--- config.mk ---
export PLATFORM = sky130hd
export DESIGN_NAME = lcd_rgb_char
export DESIGN_NICKNAME = d
export VERILOG_FILES = /design/src/common/lcd_pkg.sv /design/src/verilog/panel_probe.sv /design/src/lcd_timing/lcd_timing.sv /design/src/time_text/time_text_render.sv /design/src/verilog/lcd_output_stage.sv /design/src/verilog/lcd_rgb_char.sv
export SDC_FILE = /design/constraint.sdc
export NUM_CORES = 1
export LEC_CHECK = 0
export BUFFER_PORTS_ARGS = -buffer_cell sky130_fd_sc_hd__buf_2
export CAP_MARGIN = 20
export CORE_ASPECT_RATIO = 1.75
export CORE_MARGIN = 2
export CORE_UTILIZATION = 50
export CTS_CLUSTER_DIAMETER = 40
export DETAILED_ROUTE_END_ITERATION = 10
export PLACE_DENSITY_LB_ADDON = 0.08
export SYNTH_ARGS = -nofsm -noshare
export SYNTH_HDL_FRONTEND = slang
export SYNTH_SLANG_ARGS = --single-unit
--- constraint.sdc ---
create_clock -name sys_clk -period 3.62 [get_ports sys_clk]
set_input_delay 0.362 -clock sys_clk [delete_from_list [all_inputs] [get_ports sys_clk]]
set_output_delay 0.362 -clock sys_clk [all_outputs]
set_load 0.1 [all_outputs]
--- src/time_text/font_8x8.hex ---
// One byte per glyph row, MSB is the leftmost pixel
// Eight rows per glyph in code order: 0-9, dash, colon, blank
// 0
3C
66
6E
76
66
66
3C
00
// 1
18
38
18
18
18
18
7E
00
// 2
3C
66
06
0C
30
60
7E
00
// 3
3C
66
06
1C
06
66
3C
00
// 4
0C
1C
3C
6C
7E
0C
0C
00
// 5
7E
60
7C
06
06
66
3C
00
// 6
3C
66
60
7C
66
66
3C
00
// 7
7E
06
0C
18
30
30
30
00
// 8
3C
66
66
3C
66
66
3C
00
// 9
3C
66
66
3E
06
66
3C
00
// dash
00
00
00
7E
00
00
00
00
// colon
00
18
18
00
18
18
00
00
// blank
00
00
00
00
00
00
00
00

--- src/common/lcd_pkg.sv ---
/*
 * Shared constants and types for the RGB LCD clock display.
 * Panel timing tables, strap decode, colours and text layout.
 */
package lcd_pkg;

    //****************************************
    // Panel identification
    //****************************************
    localparam logic [15:0] ID_4342      = 16'h4342;  // 4.3 inch 480x272
    localparam logic [15:0] ID_7084      = 16'h7084;  // 7 inch 800x480
    localparam int          PROBE_CYCLES = 16;        // Reset hold before strap sample

    typedef enum logic {
        PANEL_43 = 1'b0,
        PANEL_70 = 1'b1
    } panel_sel_t;

    // Timing sets, indexed by panel_sel_t
    localparam logic [10:0] H_SYNC  [2] = '{11'd41,  11'd128};
    localparam logic [10:0] H_BACK  [2] = '{11'd2,   11'd88};
    localparam logic [10:0] H_DISP  [2] = '{11'd480, 11'd800};
    localparam logic [10:0] H_TOTAL [2] = '{11'd525, 11'd1056};
    localparam logic [10:0] V_SYNC  [2] = '{11'd10,  11'd2};
    localparam logic [10:0] V_BACK  [2] = '{11'd2,   11'd33};
    localparam logic [10:0] V_DISP  [2] = '{11'd272, 11'd480};
    localparam logic [10:0] V_TOTAL [2] = '{11'd286, 11'd525};
    localparam logic [2:0]  PCLK_DIV [2] = '{3'd4, 3'd2};  // sys_clk cycles per pixel

    //****************************************
    // RGB pin word, pixel and strap views
    //****************************************
    typedef struct packed {
        logic [7:0] r;
        logic [7:0] g;
        logic [7:0] b;
    } rgb_pix_t;

    typedef struct packed {
        logic       m0;      // R[7]
        logic [6:0] r_low;
        logic       m1;      // G[7]
        logic [6:0] g_low;
        logic       m2;      // B[7]
        logic [6:0] b_low;
    } rgb_strap_t;

    typedef union packed {
        rgb_pix_t   pix;
        rgb_strap_t strap;
    } rgb_word_t;

    // Strap code {M2,M1,M0} to panel ID, only code 1 is the 7 inch panel
    localparam logic [15:0] STRAP_TO_ID [8] = '{ID_4342, ID_7084, ID_4342, ID_4342,
                                                ID_4342, ID_4342, ID_4342, ID_4342};

    //****************************************
    // Text layout and glyphs
    //****************************************
    localparam int TEXT_X0     = 16;
    localparam int TEXT_Y0     = 16;
    localparam int GLYPH_SCALE = 2;   // Each font pixel drawn 2x2
    localparam int TEXT_LEN    = 19;  // "20YY-MM-DD HH:MM:SS"
    localparam int TEXT_W      = TEXT_LEN * 8 * GLYPH_SCALE;
    localparam int TEXT_H      = 8 * GLYPH_SCALE;
    localparam int FONT_DEPTH  = 13 * 8;  // 13 glyphs of 8 rows

    typedef logic [3:0] glyph_t;  // 0..9 digits
    localparam glyph_t GLYPH_DASH  = 4'd10;
    localparam glyph_t GLYPH_COLON = 4'd11;
    localparam glyph_t GLYPH_BLANK = 4'd12;

    localparam rgb_word_t FG_COLOR   = 24'hFFFFFF;  // White text
    localparam rgb_word_t BG_COLOR   = 24'h0000FF;  // Blue field
    localparam int        RENDER_LAT = 2;           // Pixel enables through render

endpackage

--- src/verilog/panel_probe.sv ---
`timescale 1ns/10ps
/*
 * Panel detect after reset. Holds the panel in reset with the RGB pins
 * released, then samples the M2..M0 straps and fixes the timing set.
 */
module panel_probe (
    input  logic                clk,
    input  logic                rst_n,
    input  lcd_pkg::rgb_word_t  lcd_rgb_in,   // Straps on R7 G7 B7
    output lcd_pkg::panel_sel_t panel_sel,
    output logic                probe_done,
    output logic                lcd_rst,      // Panel reset, active low
    output logic                lcd_rgb_oe    // Pad drive enable
);
    import lcd_pkg::*;

    logic [4:0]  hold_cnt;    // Cycles spent holding the panel
    logic [2:0]  strap_code;  // {M2, M1, M0}
    logic [15:0] strap_id;

    assign strap_code = {lcd_rgb_in.strap.m2, lcd_rgb_in.strap.m1, lcd_rgb_in.strap.m0};
    assign strap_id   = STRAP_TO_ID[strap_code];

    always_ff @(posedge clk) begin
        if (!rst_n) begin
            hold_cnt   <= '0;
            probe_done <= 1'b0;
            panel_sel  <= PANEL_43;
        end else if (!probe_done) begin
            if (hold_cnt == 5'(PROBE_CYCLES - 1)) begin
                probe_done <= 1'b1;  // Sample once, never again
                // Unknown IDs fall back to the 4.3 inch set
                panel_sel  <= (strap_id == ID_7084) ? PANEL_70 : PANEL_43;
            end
            hold_cnt <= hold_cnt + 5'd1;
        end
    end

    // Panel leaves reset and pads turn around together with probe_done
    assign lcd_rst    = probe_done;
    assign lcd_rgb_oe = probe_done;

endmodule

--- src/lcd_timing/lcd_timing.sv ---
`timescale 1ns/10ps
/*
 * Pixel-enable divider and raster counters for the selected panel.
 * Gives sync, display enable and the position inside the active area.
 */
module lcd_timing (
    input  logic                clk,
    input  logic                rst_n,
    input  logic                probe_done,
    input  lcd_pkg::panel_sel_t panel_sel,
    output logic                pix_en,       // One sys_clk cycle per pixel
    output logic                hs,           // Active low
    output logic                vs,           // Active low
    output logic                de,
    output logic                frame_start,  // pix_en at raster (0,0)
    output logic [10:0]         pixel_xpos,
    output logic [10:0]         pixel_ypos
);
    import lcd_pkg::*;

    logic [2:0]  div_cnt;    // Phase within one pixel period
    logic [10:0] h_cnt;      // Sync starts at 0
    logic [10:0] v_cnt;
    logic [10:0] h_act_beg;
    logic [10:0] h_act_end;
    logic [10:0] v_act_beg;
    logic [10:0] v_act_end;
    logic        h_last;
    logic        v_last;
    logic        h_act;
    logic        v_act;

    // Active window edges for the fitted panel
    assign h_act_beg = H_SYNC[panel_sel] + H_BACK[panel_sel];
    assign h_act_end = h_act_beg + H_DISP[panel_sel];
    assign v_act_beg = V_SYNC[panel_sel] + V_BACK[panel_sel];
    assign v_act_end = v_act_beg + V_DISP[panel_sel];

    //****************************************
    // Pixel enable divider
    //****************************************
    always_ff @(posedge clk) begin
        if (!rst_n) begin
            div_cnt <= '0;
            pix_en  <= 1'b0;
        end else begin
            pix_en <= probe_done && (div_cnt == 3'd0);  // First one right after probe
            if (!probe_done || div_cnt == PCLK_DIV[panel_sel] - 3'd1)
                div_cnt <= '0;
            else
                div_cnt <= div_cnt + 3'd1;
        end
    end

    //****************************************
    // Raster counters
    //****************************************
    assign h_last = (h_cnt == H_TOTAL[panel_sel] - 11'd1);
    assign v_last = (v_cnt == V_TOTAL[panel_sel] - 11'd1);

    always_ff @(posedge clk) begin
        if (!rst_n) begin
            h_cnt <= '0;
            v_cnt <= '0;
        end else if (pix_en) begin
            if (h_last) begin
                h_cnt <= '0;
                v_cnt <= v_last ? 11'd0 : v_cnt + 11'd1;  // Wrap at frame end
            end else begin
                h_cnt <= h_cnt + 11'd1;
            end
        end
    end

    assign hs          = (h_cnt >= H_SYNC[panel_sel]);  // Low during sync pulse
    assign vs          = (v_cnt >= V_SYNC[panel_sel]);
    assign h_act       = (h_cnt >= h_act_beg) && (h_cnt < h_act_end);
    assign v_act       = (v_cnt >= v_act_beg) && (v_cnt < v_act_end);
    assign de          = h_act && v_act;
    assign frame_start = pix_en && (h_cnt == 11'd0) && (v_cnt == 11'd0);

    // Position from the top-left visible pixel
    assign pixel_xpos  = de ? h_cnt - h_act_beg : 11'd0;
    assign pixel_ypos  = de ? v_cnt - v_act_beg : 11'd0;

endmodule

--- src/time_text/time_text_render.sv ---
`timescale 1ns/10ps
/*
 * Draws "20YY-MM-DD HH:MM:SS" from BCD time in scaled 8x8 glyphs.
 * Two pixel-enable stages, time frozen per frame at frame_start.
 */
module time_text_render (
    input  logic               clk,
    input  logic               rst_n,
    input  logic               pix_en,
    input  logic               frame_start,
    input  logic               de,
    input  logic [10:0]        pixel_xpos,
    input  logic [10:0]        pixel_ypos,
    input  logic [7:0]         sec,
    input  logic [7:0]         min,
    input  logic [7:0]         hour,
    input  logic [7:0]         day,
    input  logic [7:0]         mon,
    input  logic [7:0]         year,
    output lcd_pkg::rgb_word_t pixel_data
);
    import lcd_pkg::*;

    logic [7:0]  snap_sec;    // Frame snapshot, no tearing mid-frame
    logic [7:0]  snap_min;
    logic [7:0]  snap_hour;
    logic [7:0]  snap_day;
    logic [7:0]  snap_mon;
    logic [7:0]  snap_year;
    logic [10:0] rel_x;
    logic [10:0] rel_y;
    logic [10:0] cell_x;      // Position in font pixels
    logic [10:0] cell_y;
    logic [4:0]  slot;        // Character index 0..18
    logic        in_box;
    glyph_t      code;
    logic        s1_in_box;
    logic [6:0]  s1_addr;     // {glyph, row}
    logic [2:0]  s1_col;
    logic [7:0]  font_row;
    logic [7:0]  font_rom [FONT_DEPTH];

    initial $readmemh("/design/src/time_text/font_8x8.hex", font_rom);

    always_ff @(posedge clk) begin
        if (frame_start) begin
            snap_sec  <= sec;
            snap_min  <= min;
            snap_hour <= hour;
            snap_day  <= day;
            snap_mon  <= mon;
            snap_year <= year;
        end
    end

    //****************************************
    // Stage 1, position to glyph address
    //****************************************
    assign rel_x  = pixel_xpos - 11'(TEXT_X0);
    assign rel_y  = pixel_ypos - 11'(TEXT_Y0);
    assign cell_x = rel_x / 11'(GLYPH_SCALE);
    assign cell_y = rel_y / 11'(GLYPH_SCALE);
    assign slot   = cell_x[7:3];
    assign in_box = de && (pixel_xpos >= TEXT_X0) && (rel_x < TEXT_W)
                    && (pixel_ypos >= TEXT_Y0) && (rel_y < TEXT_H);

    always_comb begin
        case (slot)
            5'd0:    code = 4'd2;               // Century is fixed
            5'd1:    code = 4'd0;
            5'd2:    code = snap_year[7:4];
            5'd3:    code = snap_year[3:0];
            5'd4:    code = GLYPH_DASH;
            5'd5:    code = snap_mon[7:4];
            5'd6:    code = snap_mon[3:0];
            5'd7:    code = GLYPH_DASH;
            5'd8:    code = snap_day[7:4];
            5'd9:    code = snap_day[3:0];
            5'd11:   code = snap_hour[7:4];
            5'd12:   code = snap_hour[3:0];
            5'd13:   code = GLYPH_COLON;
            5'd14:   code = snap_min[7:4];
            5'd15:   code = snap_min[3:0];
            5'd16:   code = GLYPH_COLON;
            5'd17:   code = snap_sec[7:4];
            5'd18:   code = snap_sec[3:0];
            default: code = GLYPH_BLANK;       // Gap between date and time
        endcase
    end

    always_ff @(posedge clk) begin
        if (!rst_n) begin
            s1_in_box <= 1'b0;
        end else if (pix_en) begin
            s1_in_box <= in_box;
        end
    end

    always_ff @(posedge clk) begin
        if (pix_en) begin
            s1_addr <= {code, cell_y[2:0]};
            s1_col  <= cell_x[2:0];
        end
    end

    //****************************************
    // Stage 2, font lookup and colour
    //****************************************
    assign font_row = font_rom[s1_addr];

    always_ff @(posedge clk) begin
        if (pix_en)
            pixel_data <= (s1_in_box && font_row[3'd7 - s1_col]) ? FG_COLOR : BG_COLOR;
    end

endmodule

--- src/verilog/lcd_output_stage.sv ---
`timescale 1ns/10ps
/*
 * Panel pin stage. Lines sync and enable up with the render pipeline,
 * blanks RGB outside the active area and builds the pixel clock.
 */
module lcd_output_stage (
    input  logic               clk,
    input  logic               rst_n,
    input  logic               pix_en,
    input  logic               probe_done,
    input  logic               hs,
    input  logic               vs,
    input  logic               de,
    input  lcd_pkg::rgb_word_t pixel_data,
    output logic               lcd_hs,
    output logic               lcd_vs,
    output logic               lcd_de,
    output logic               lcd_bl,
    output logic               lcd_clk,
    output lcd_pkg::rgb_word_t lcd_rgb
);
    import lcd_pkg::*;

    logic [RENDER_LAT-1:0] hs_pipe;  // Matches render latency
    logic [RENDER_LAT-1:0] vs_pipe;
    logic [RENDER_LAT-1:0] de_pipe;
    logic [2:0]            ph_cnt;   // sys_clk cycles since last pix_en
    logic [2:0]            per_len;  // Measured pixel period

    always_ff @(posedge clk) begin
        if (!rst_n) begin
            hs_pipe <= '0;
            vs_pipe <= '0;
            de_pipe <= '0;
        end else if (pix_en) begin
            hs_pipe <= {hs_pipe[RENDER_LAT-2:0], hs};
            vs_pipe <= {vs_pipe[RENDER_LAT-2:0], vs};
            de_pipe <= {de_pipe[RENDER_LAT-2:0], de};
        end
    end

    // Final pin register adds one sys_clk
    always_ff @(posedge clk) begin
        if (!rst_n) begin
            lcd_hs  <= 1'b0;
            lcd_vs  <= 1'b0;
            lcd_de  <= 1'b0;
            lcd_rgb <= '0;
        end else begin
            lcd_hs  <= hs_pipe[RENDER_LAT-1];
            lcd_vs  <= vs_pipe[RENDER_LAT-1];
            lcd_de  <= de_pipe[RENDER_LAT-1];
            lcd_rgb <= de_pipe[RENDER_LAT-1] ? pixel_data : '0;  // Blank in porches
        end
    end

    //****************************************
    // Pixel clock from the pix_en phase
    //****************************************
    always_ff @(posedge clk) begin
        if (!rst_n) begin
            ph_cnt  <= '0;
            per_len <= '0;
            lcd_clk <= 1'b0;
        end else if (pix_en) begin
            per_len <= ph_cnt;  // Zero until one full period has passed
            ph_cnt  <= 3'd1;
            lcd_clk <= 1'b1;    // Rising edge follows pix_en
        end else begin
            if (ph_cnt != 3'd0 && ph_cnt != 3'd7)
                ph_cnt <= ph_cnt + 3'd1;
            lcd_clk <= (ph_cnt < (per_len >> 1));  // High for half the period
        end
    end

    assign lcd_bl = probe_done;  // Backlight on once the panel is probed

endmodule

--- src/verilog/lcd_rgb_char.sv ---
`timescale 1ns/10ps
/*
 * RGB LCD clock display top. Probes the panel, runs its timing and
 * shows the BCD date and time. Pad tristate lives in the FPGA wrapper.
 */
module lcd_rgb_char (
    input  logic               sys_clk,
    input  logic               rst_n,
    input  logic [7:0]         sec,         // BCD time
    input  logic [7:0]         min,
    input  logic [7:0]         hour,
    input  logic [7:0]         day,
    input  logic [7:0]         mon,
    input  logic [7:0]         year,
    input  lcd_pkg::rgb_word_t lcd_rgb_in,  // Pad input, straps at reset
    output lcd_pkg::rgb_word_t lcd_rgb,
    output logic               lcd_rgb_oe,
    output logic               lcd_hs,
    output logic               lcd_vs,
    output logic               lcd_de,
    output logic               lcd_bl,      // Backlight on after probe
    output logic               lcd_clk,
    output logic               lcd_rst
);
    import lcd_pkg::*;

    panel_sel_t  panel_sel;
    logic        probe_done;
    logic        pix_en;
    logic        hs;
    logic        vs;
    logic        de;
    logic        frame_start;
    logic [10:0] pixel_xpos;
    logic [10:0] pixel_ypos;
    rgb_word_t   pixel_data;

    //****************************************
    // Panel detect
    //****************************************
    panel_probe u_panel_probe (
        .clk        (sys_clk),
        .rst_n      (rst_n),
        .lcd_rgb_in (lcd_rgb_in),
        .panel_sel  (panel_sel),
        .probe_done (probe_done),
        .lcd_rst    (lcd_rst),
        .lcd_rgb_oe (lcd_rgb_oe)
    );

    lcd_timing u_lcd_timing (
        .clk         (sys_clk),
        .rst_n       (rst_n),
        .probe_done  (probe_done),
        .panel_sel   (panel_sel),
        .pix_en      (pix_en),
        .hs          (hs),
        .vs          (vs),
        .de          (de),
        .frame_start (frame_start),
        .pixel_xpos  (pixel_xpos),
        .pixel_ypos  (pixel_ypos)
    );

    // Text renderer, two pixel enables deep
    time_text_render u_time_text_render (
        .clk         (sys_clk),
        .rst_n       (rst_n),
        .pix_en      (pix_en),
        .frame_start (frame_start),
        .de          (de),
        .pixel_xpos  (pixel_xpos),
        .pixel_ypos  (pixel_ypos),
        .sec         (sec),
        .min         (min),
        .hour        (hour),
        .day         (day),
        .mon         (mon),
        .year        (year),
        .pixel_data  (pixel_data)
    );

    lcd_output_stage u_lcd_output_stage (
        .clk        (sys_clk),
        .rst_n      (rst_n),
        .pix_en     (pix_en),
        .probe_done (probe_done),
        .hs         (hs),
        .vs         (vs),
        .de         (de),
        .pixel_data (pixel_data),
        .lcd_hs     (lcd_hs),
        .lcd_vs     (lcd_vs),
        .lcd_de     (lcd_de),
        .lcd_bl     (lcd_bl),
        .lcd_clk    (lcd_clk),
        .lcd_rgb    (lcd_rgb)
    );

endmodule

# --- Yosys cells after proc, flatten, opt, wreduce, memory -nomap -nowiden ---
# Memory sizes are Yosys's and may differ from the RTL's.
# Cells that the tools add are included.
classes:
  addsub: 17
  order_cmp: 14
  n_eq_ne: 6
  mux: 42
  bitwise_logic: 4
  reduce_logical: 20
op_table:
  columns: ["operator", "n"]
  rows:
  - ["two-way mux 11 bit", 21]
  - ["adder 11 bit", 4]
  - [">= comparator 11 bit", 4]
  - ["two-way mux 16 bit", 2]
  - ["two-way mux 24 bit", 1]
  - ["adder 11 x 1 -> 11 bit, second input constant", 2]
  - ["== test 11 bit", 2]
  - [">= comparator 11 x 5 -> 1 bit, second input constant", 2]
  - ["< comparator 11 bit", 2]
  - ["subtractor 11 x 1 -> 11 bit, second input constant", 2]
  - ["subtractor 11 bit", 2]
  - ["subtractor 11 x 5 -> 11 bit, second input constant", 2]
  - ["two-way mux 10 bit", 2]
  - ["== test 16 x 15 -> 1 bit, second input constant", 1]
  - ["two-way mux 8 bit", 2]
  - ["< comparator 11 x 5 -> 1 bit, second input constant", 1]
  - ["< comparator 11 x 9 -> 1 bit, second input constant", 1]
  - ["logical AND 1 bit", 10]
  - ["two-way mux 3 bit", 3]
  - ["two-way mux 1 bit", 7]
  - ["two-way mux 7 bit", 1]
  - ["adder 3 x 1 -> 3 bit, second input constant", 2]
  - ["two-way mux 6 bit", 1]
  - ["AND reduction 2 bit", 3]
  - ["21 further kinds", 23]
word_totals:
  reg_bits: 101
  rom_bits: 128
  inputBits: 74
  output_inout_bits: 31
  elab_cells: 125
  memories: 1
mem_list:
  columns: ["memory", "words", "word_bits", "read_ports", "rd_ports_with_merged_regs", "write_ports", "line", "text"]
  rows:
  - ["(no name shown)", 8, 16, 1, 0, 0, "panel_probe.sv:22", "assign strap_id = STRAP_TO_ID[strap_code];"]

# --- Logic depth before layout (Yosys ltp) ---
depth:
  word_depth: 15
  ltp_mapped: 8

# --- Modules after synthesis ---
# A second synthesis with hierarchy kept.
hier_totals:
  hier_cells: 482
  hier_area_um2: 4195.3
by_module_without_submodules:
  columns: ["module", "instances", "cells_each", "area_per_inst_um2", "seq_area_each_um2"]
  rows:
  - ["lcd_timing", 1, 316, 2416.1, 520.5]
  - ["lcd_output_stage", 1, 108, 1248.7, 780.7]
  - ["panel_probe", 1, 32, 342.8, 140.1]
  - ["time_text_render", 1, 26, 187.7, 0.0]

# --- Worst setup path before layout ---
# Ideal clock, no wire load.
synth_path:
  path_type: "reg2reg"
  startpoint: "register u_panel_probe.panel_sel"
  endpoint: "register u_lcd_timing.v_cnt[7]"
  setup_ns: 0.070
  arrival_ns: 2.586
  required_ns: 3.550
  setup_slack_ns: 0.963
  stages_incl_launch_ff: 8
  path_buffers: 0
  path_cell_list: "dfxtp_1 inv_1 ha_1 or4b_4 a2111oi_4 nand3_2 or3_1 a21boi_1"
synth_between:
  elab_chain_cells: 7
  elab_cells_between_ends: 13
synth_rtl:
  columns: ["item", "line", "text"]
  rows:
  - ["from (decl)", "panel_probe.sv:10", "output lcd_pkg::panel_sel_t panel_sel,"]
  - ["from (signal assigned)", "panel_probe.sv:33", "panel_sel <= (strap_id == ID_7084) ? PANEL_70 : PANEL_43;"]
  - ["inverter 1 -> 2 bit (not written as such) *", "lcd_timing.sv:58, lcd_timing.sv:59", null]
  - ["two-way mux 10 bit (not written as such) / two-way mux 11 bit (equally long branches)", "lcd_timing.sv:59, lcd_timing.sv:58", null]
  - ["two-way mux 11 bit, on equally long branches (2 in series)", "lcd_timing.sv:59, lcd_timing.sv:58", null]
  - ["subtractor 11 x 1 -> 11 bit, on equally long branches", "lcd_timing.sv:59, lcd_timing.sv:58", null]
  - ["== test 11 bit, on equally long branches", "lcd_timing.sv:59, lcd_timing.sv:58", null]
  - ["two-way mux 11 bit / AND reduction 2 bit (equally long branches)", null, null]
  - ["to (signal assigned)", "lcd_timing.sv:68", "v_cnt <= v_last ? 11'd0 : v_cnt + 11'd1;"]
  - ["to (decl)", "lcd_timing.sv:23", "logic [10:0] v_cnt;"]
# Every way passes the cells marked *; elsewhere a longest branch is shown, timed or not. The select of a mux whose other input is x is not followed.
# A chain may end at the register's enable or synchronous reset.

# --- Worst setup path after layout ---
layout_path:
  startpoint: "register u_panel_probe.panel_sel"
  endpoint: "register u_lcd_timing.v_cnt[1]"
# The elaborated chain is that of the path after synthesis.

==> qor.txt <==
CTS buffer count: 5
Post-CTS Setup Repair Bufs: 0
Hold path depth: 3
Die ar.: 0.006518 mm²
Clock sinks: 49
Setup slack, reg-to-reg: 0.78 ns
Initial cell density of the core: 52.09%
Critical path endpoint category: flip-flop
Slew headroom: 53.67%
Count leader, synth: dfxtp_1
Initial antenna violation count: 0
WP data arrival: 3.08 ns
Critical path cell sequence: inv_1 > ha_1 > or4b_4 > a2111oi_4 > nand2_2 > or3_1 > a21boi_1
H-tree depth: 2
Final instance area: 0.003053 mm²
Largest net degree at the start of global routing: 43
Status: complete, no violations
DP Area: 0.002967 mm²
VDD IR max: 0.0002182 V
Area contributors post-synth: dfxtp_1, ha_1, buf_4, xor2_1, nor2_1
WS Path Type: reg2reg
Yosys reg bits: 49
Gr usage total: 19.75%
Worst slew pin tran: 0.6896 ns
Tcrit/Tclk final: 78.53%
Mapped Cells: 331
Area delta synth->final: 4.096%
Antenna-violating nets left: 0
CTS tree: yes
Commonest cells in the netlist: dfxtp_1, ha_1, buf_4
GP Congestion: 0.8066
Clk buf depth: 2
Ports: 105
Post-DP HPWL: 4.342 mm
Nets: 440
Clk pin slew, worst setup/hold paths: 0.09 ns
WL per Instance: 14.02 µm
Vias/cell: 5.399
Final setup violating endpoints: 0
CP delay by family, top: simple AND/OR/NAND/NOR gates
TritonRoute pass-1 iters: 4
Power Total: 0.9964 mW
Post-cts gate resize count: 0
Clk_skew: 0.006794 ns
Yosys top cell by area: dfxtp_1
Diode count: 0
Die Wd: 61.90 µm
RSZ-0062 raised after global routing: no
Worst Hold Path EP: u_panel_probe.panel_sel$_SDFFE_PN0P_
DRC viols: 0
Root Driver: clkbuf_8
Minimum clock period: 2.843 ns
Slew Limit Fails: 0
Critical path launch point type: flip-flop
Unique cell type count in the Yosys netlist: 53
Synth top area share: 33.45%
Worst r2r dst: u_lcd_timing.v_cnt[1]$_SDFFE_PN0P_
Synth Cell Area: 0.002933 mm²
Post-synth EDFFs: 0
Max-cap violations: 0
Vias in the first global route: 2,187
Ys async rst share: 0%
RR Startpoint: u_panel_probe.panel_sel$_SDFFE_PN0P_
Count of buffers from port buffering: 19
First-pass GRT wire length: 9.956 mm
Hold crit path type: in2reg
Overflow after GRT: 0
Seq/Total Area, Yosys: 33.45%
Synth Flop Type: dfxtp_1
Vias: 2,246
F_max: 351.8 MHz
Non-Filler Instances: 416
Setup TNS: 0 ns
Core Region: 0.005630 mm²
Placed insts: 408
Layout cells sized above 1: 10.59%
Post-Route WL: 5.834 mm
CP peak stage delay: 0.52 ns
Hold path start: lcd_rgb_in[23]
Crit path max fanout: 15
Ys Warns: 0
Initial DRC count: 104
Final hold violations: 0
Pwr per Cell Area: 326.4 mW/mm²
Syn avg cell area: 8.860 µm²
Clk_lat worst skew: 0.30 ns
Worst reg-to-reg path cell count: 7
Leakage: 1.236 nW
Row cnt: 36
Number of buffers and inverters on the critical path: 1
Hold-fix buffer count after cts: 0
Critical Path Slowest Stage Cell: a2111oi_4
DIE HEIGHT: 105.3 µm
Data required time at the worst endpoint: 3.86 ns
[metrics by stage]
| step | hold slack, ns | setup slack, ns | util, % |
|---|---|---|---|
| after floorplan | 0.4291 | 0.9635 | - |
| after global placement | 0.4403 | 0.8603 | 52.69 |
| after detailed placement | 0.4413 | 0.8352 | 52.69 |
| after CTS | 0.3434 | 0.7921 | 54.22 |
| after global routing | 0.3652 | 0.6386 | 54.22 |
| final | 0.3454 | 0.7773 | 54.22 |
[how the worst max path moves through the flow]
| stage | start | end | slack (ns) | cells after the start |
|---|---|---|---|---|
| floorplan | u_panel_probe.panel_sel$_SDFFE_PN0P_ | u_lcd_timing.v_cnt[7]$_SDFFE_PN0P_ | 0.96 | 7 |
| global placement | u_panel_probe.panel_sel$_SDFFE_PN0P_ | u_lcd_timing.v_cnt[1]$_SDFFE_PN0P_ | 0.86 | 7 |
| detailed placement | u_panel_probe.panel_sel$_SDFFE_PN0P_ | u_lcd_timing.v_cnt[1]$_SDFFE_PN0P_ | 0.84 | 7 |
| CTS | u_panel_probe.panel_sel$_SDFFE_PN0P_ | u_lcd_timing.v_cnt[1]$_SDFFE_PN0P_ | 0.79 | 7 |
| global route | u_panel_probe.panel_sel$_SDFFE_PN0P_ | u_lcd_timing.v_cnt[1]$_SDFFE_PN0P_ | 0.64 | 7 |
| finish | u_panel_probe.panel_sel$_SDFFE_PN0P_ | u_lcd_timing.v_cnt[1]$_SDFFE_PN0P_ | 0.78 | 7 |
[cell families (layout without fill, tap and decap cells)]
family	after synthesis	in the layout	share of synthesized area [%]
compound gates	62	62	14.85
other cells	1	16	0.1279
xor+xnor	15	15	4.479
flops	49	49	33.45
fa+ha+maj	27	27	11.52
buf+inv	52	46	10.20
mux	7	7	2.389
simple gates	118	118	23.00
[per-layer routing]
metal  part of all wire, %  global-route usage (%)  wire [µm]  up-vias
met1                    42                   22.67       2435     1057
met4                   2.7                   8.055        155        0
met3                   2.3                   2.945        134       12
li1                      -                       -          -     1143
met2                    53                   34.51       3109       34
met5                     0                       0          0        -
[layout by cell type, fill, tap and decap left out, types with 9 or more instances in the layout]
cell / synthesis / routed
dfxtp_1: 49 / 49
ha_1: 27 / 27
nor2_1: 21 / 21
buf_2: 2 / 19
nand2_1: 16 / 16
conb_1: 1 / 16
o21ai_0: 15 / 15
inv_1: 15 / 15
and2_1: 11 / 11
a21oi_1: 10 / 10
xor2_1: 10 / 10
nand2b_1: 9 / 9
nor2b_1: 9 / 9
[worst register-to-register path, cell delays in order (launching register included)]
cell	delay, ns
dfxtp_1	0.47
inv_1	0.10
ha_1	0.33
or4b_4	0.51
a2111oi_4	0.52
nand2_2	0.31
or3_1	0.41
a21boi_1	0.13
[power breakdown]
group          total, mW  switching, mW  internal (mW)
logic              0.119         0.0985         0.0206
clock network      0.327          0.189          0.138
registers          0.550        0.00446          0.546
total              0.996          0.292          0.704
[layout make-up]
type                    count  area [µm²]
multi-input cells         245        1709
repair buffers             23       125.1
fillers                   550        2577
inverters                  15       56.30
well taps                  76       95.09
clock inverters             2       13.76
clock buffers               6       72.57
flip-flops and latches     49       980.9
[registers in the layout, summed over array words and instances (netlist names), 2 cells and up]
| register | count |
|---|---|
| u_lcd_timing.h_cnt | 11 |
| u_lcd_timing.v_cnt | 11 |
| u_panel_probe.hold_cnt | 5 |
| u_lcd_output_stage.ph_cnt | 3 |
| u_lcd_timing.div_cnt | 3 |
| u_lcd_output_stage.de_pipe | 2 |
| u_lcd_output_stage.hs_pipe | 2 |
| u_lcd_output_stage.per_len | 2 |
| u_lcd_output_stage.vs_pipe | 2 |
Power figures use the tool's default switching activity.
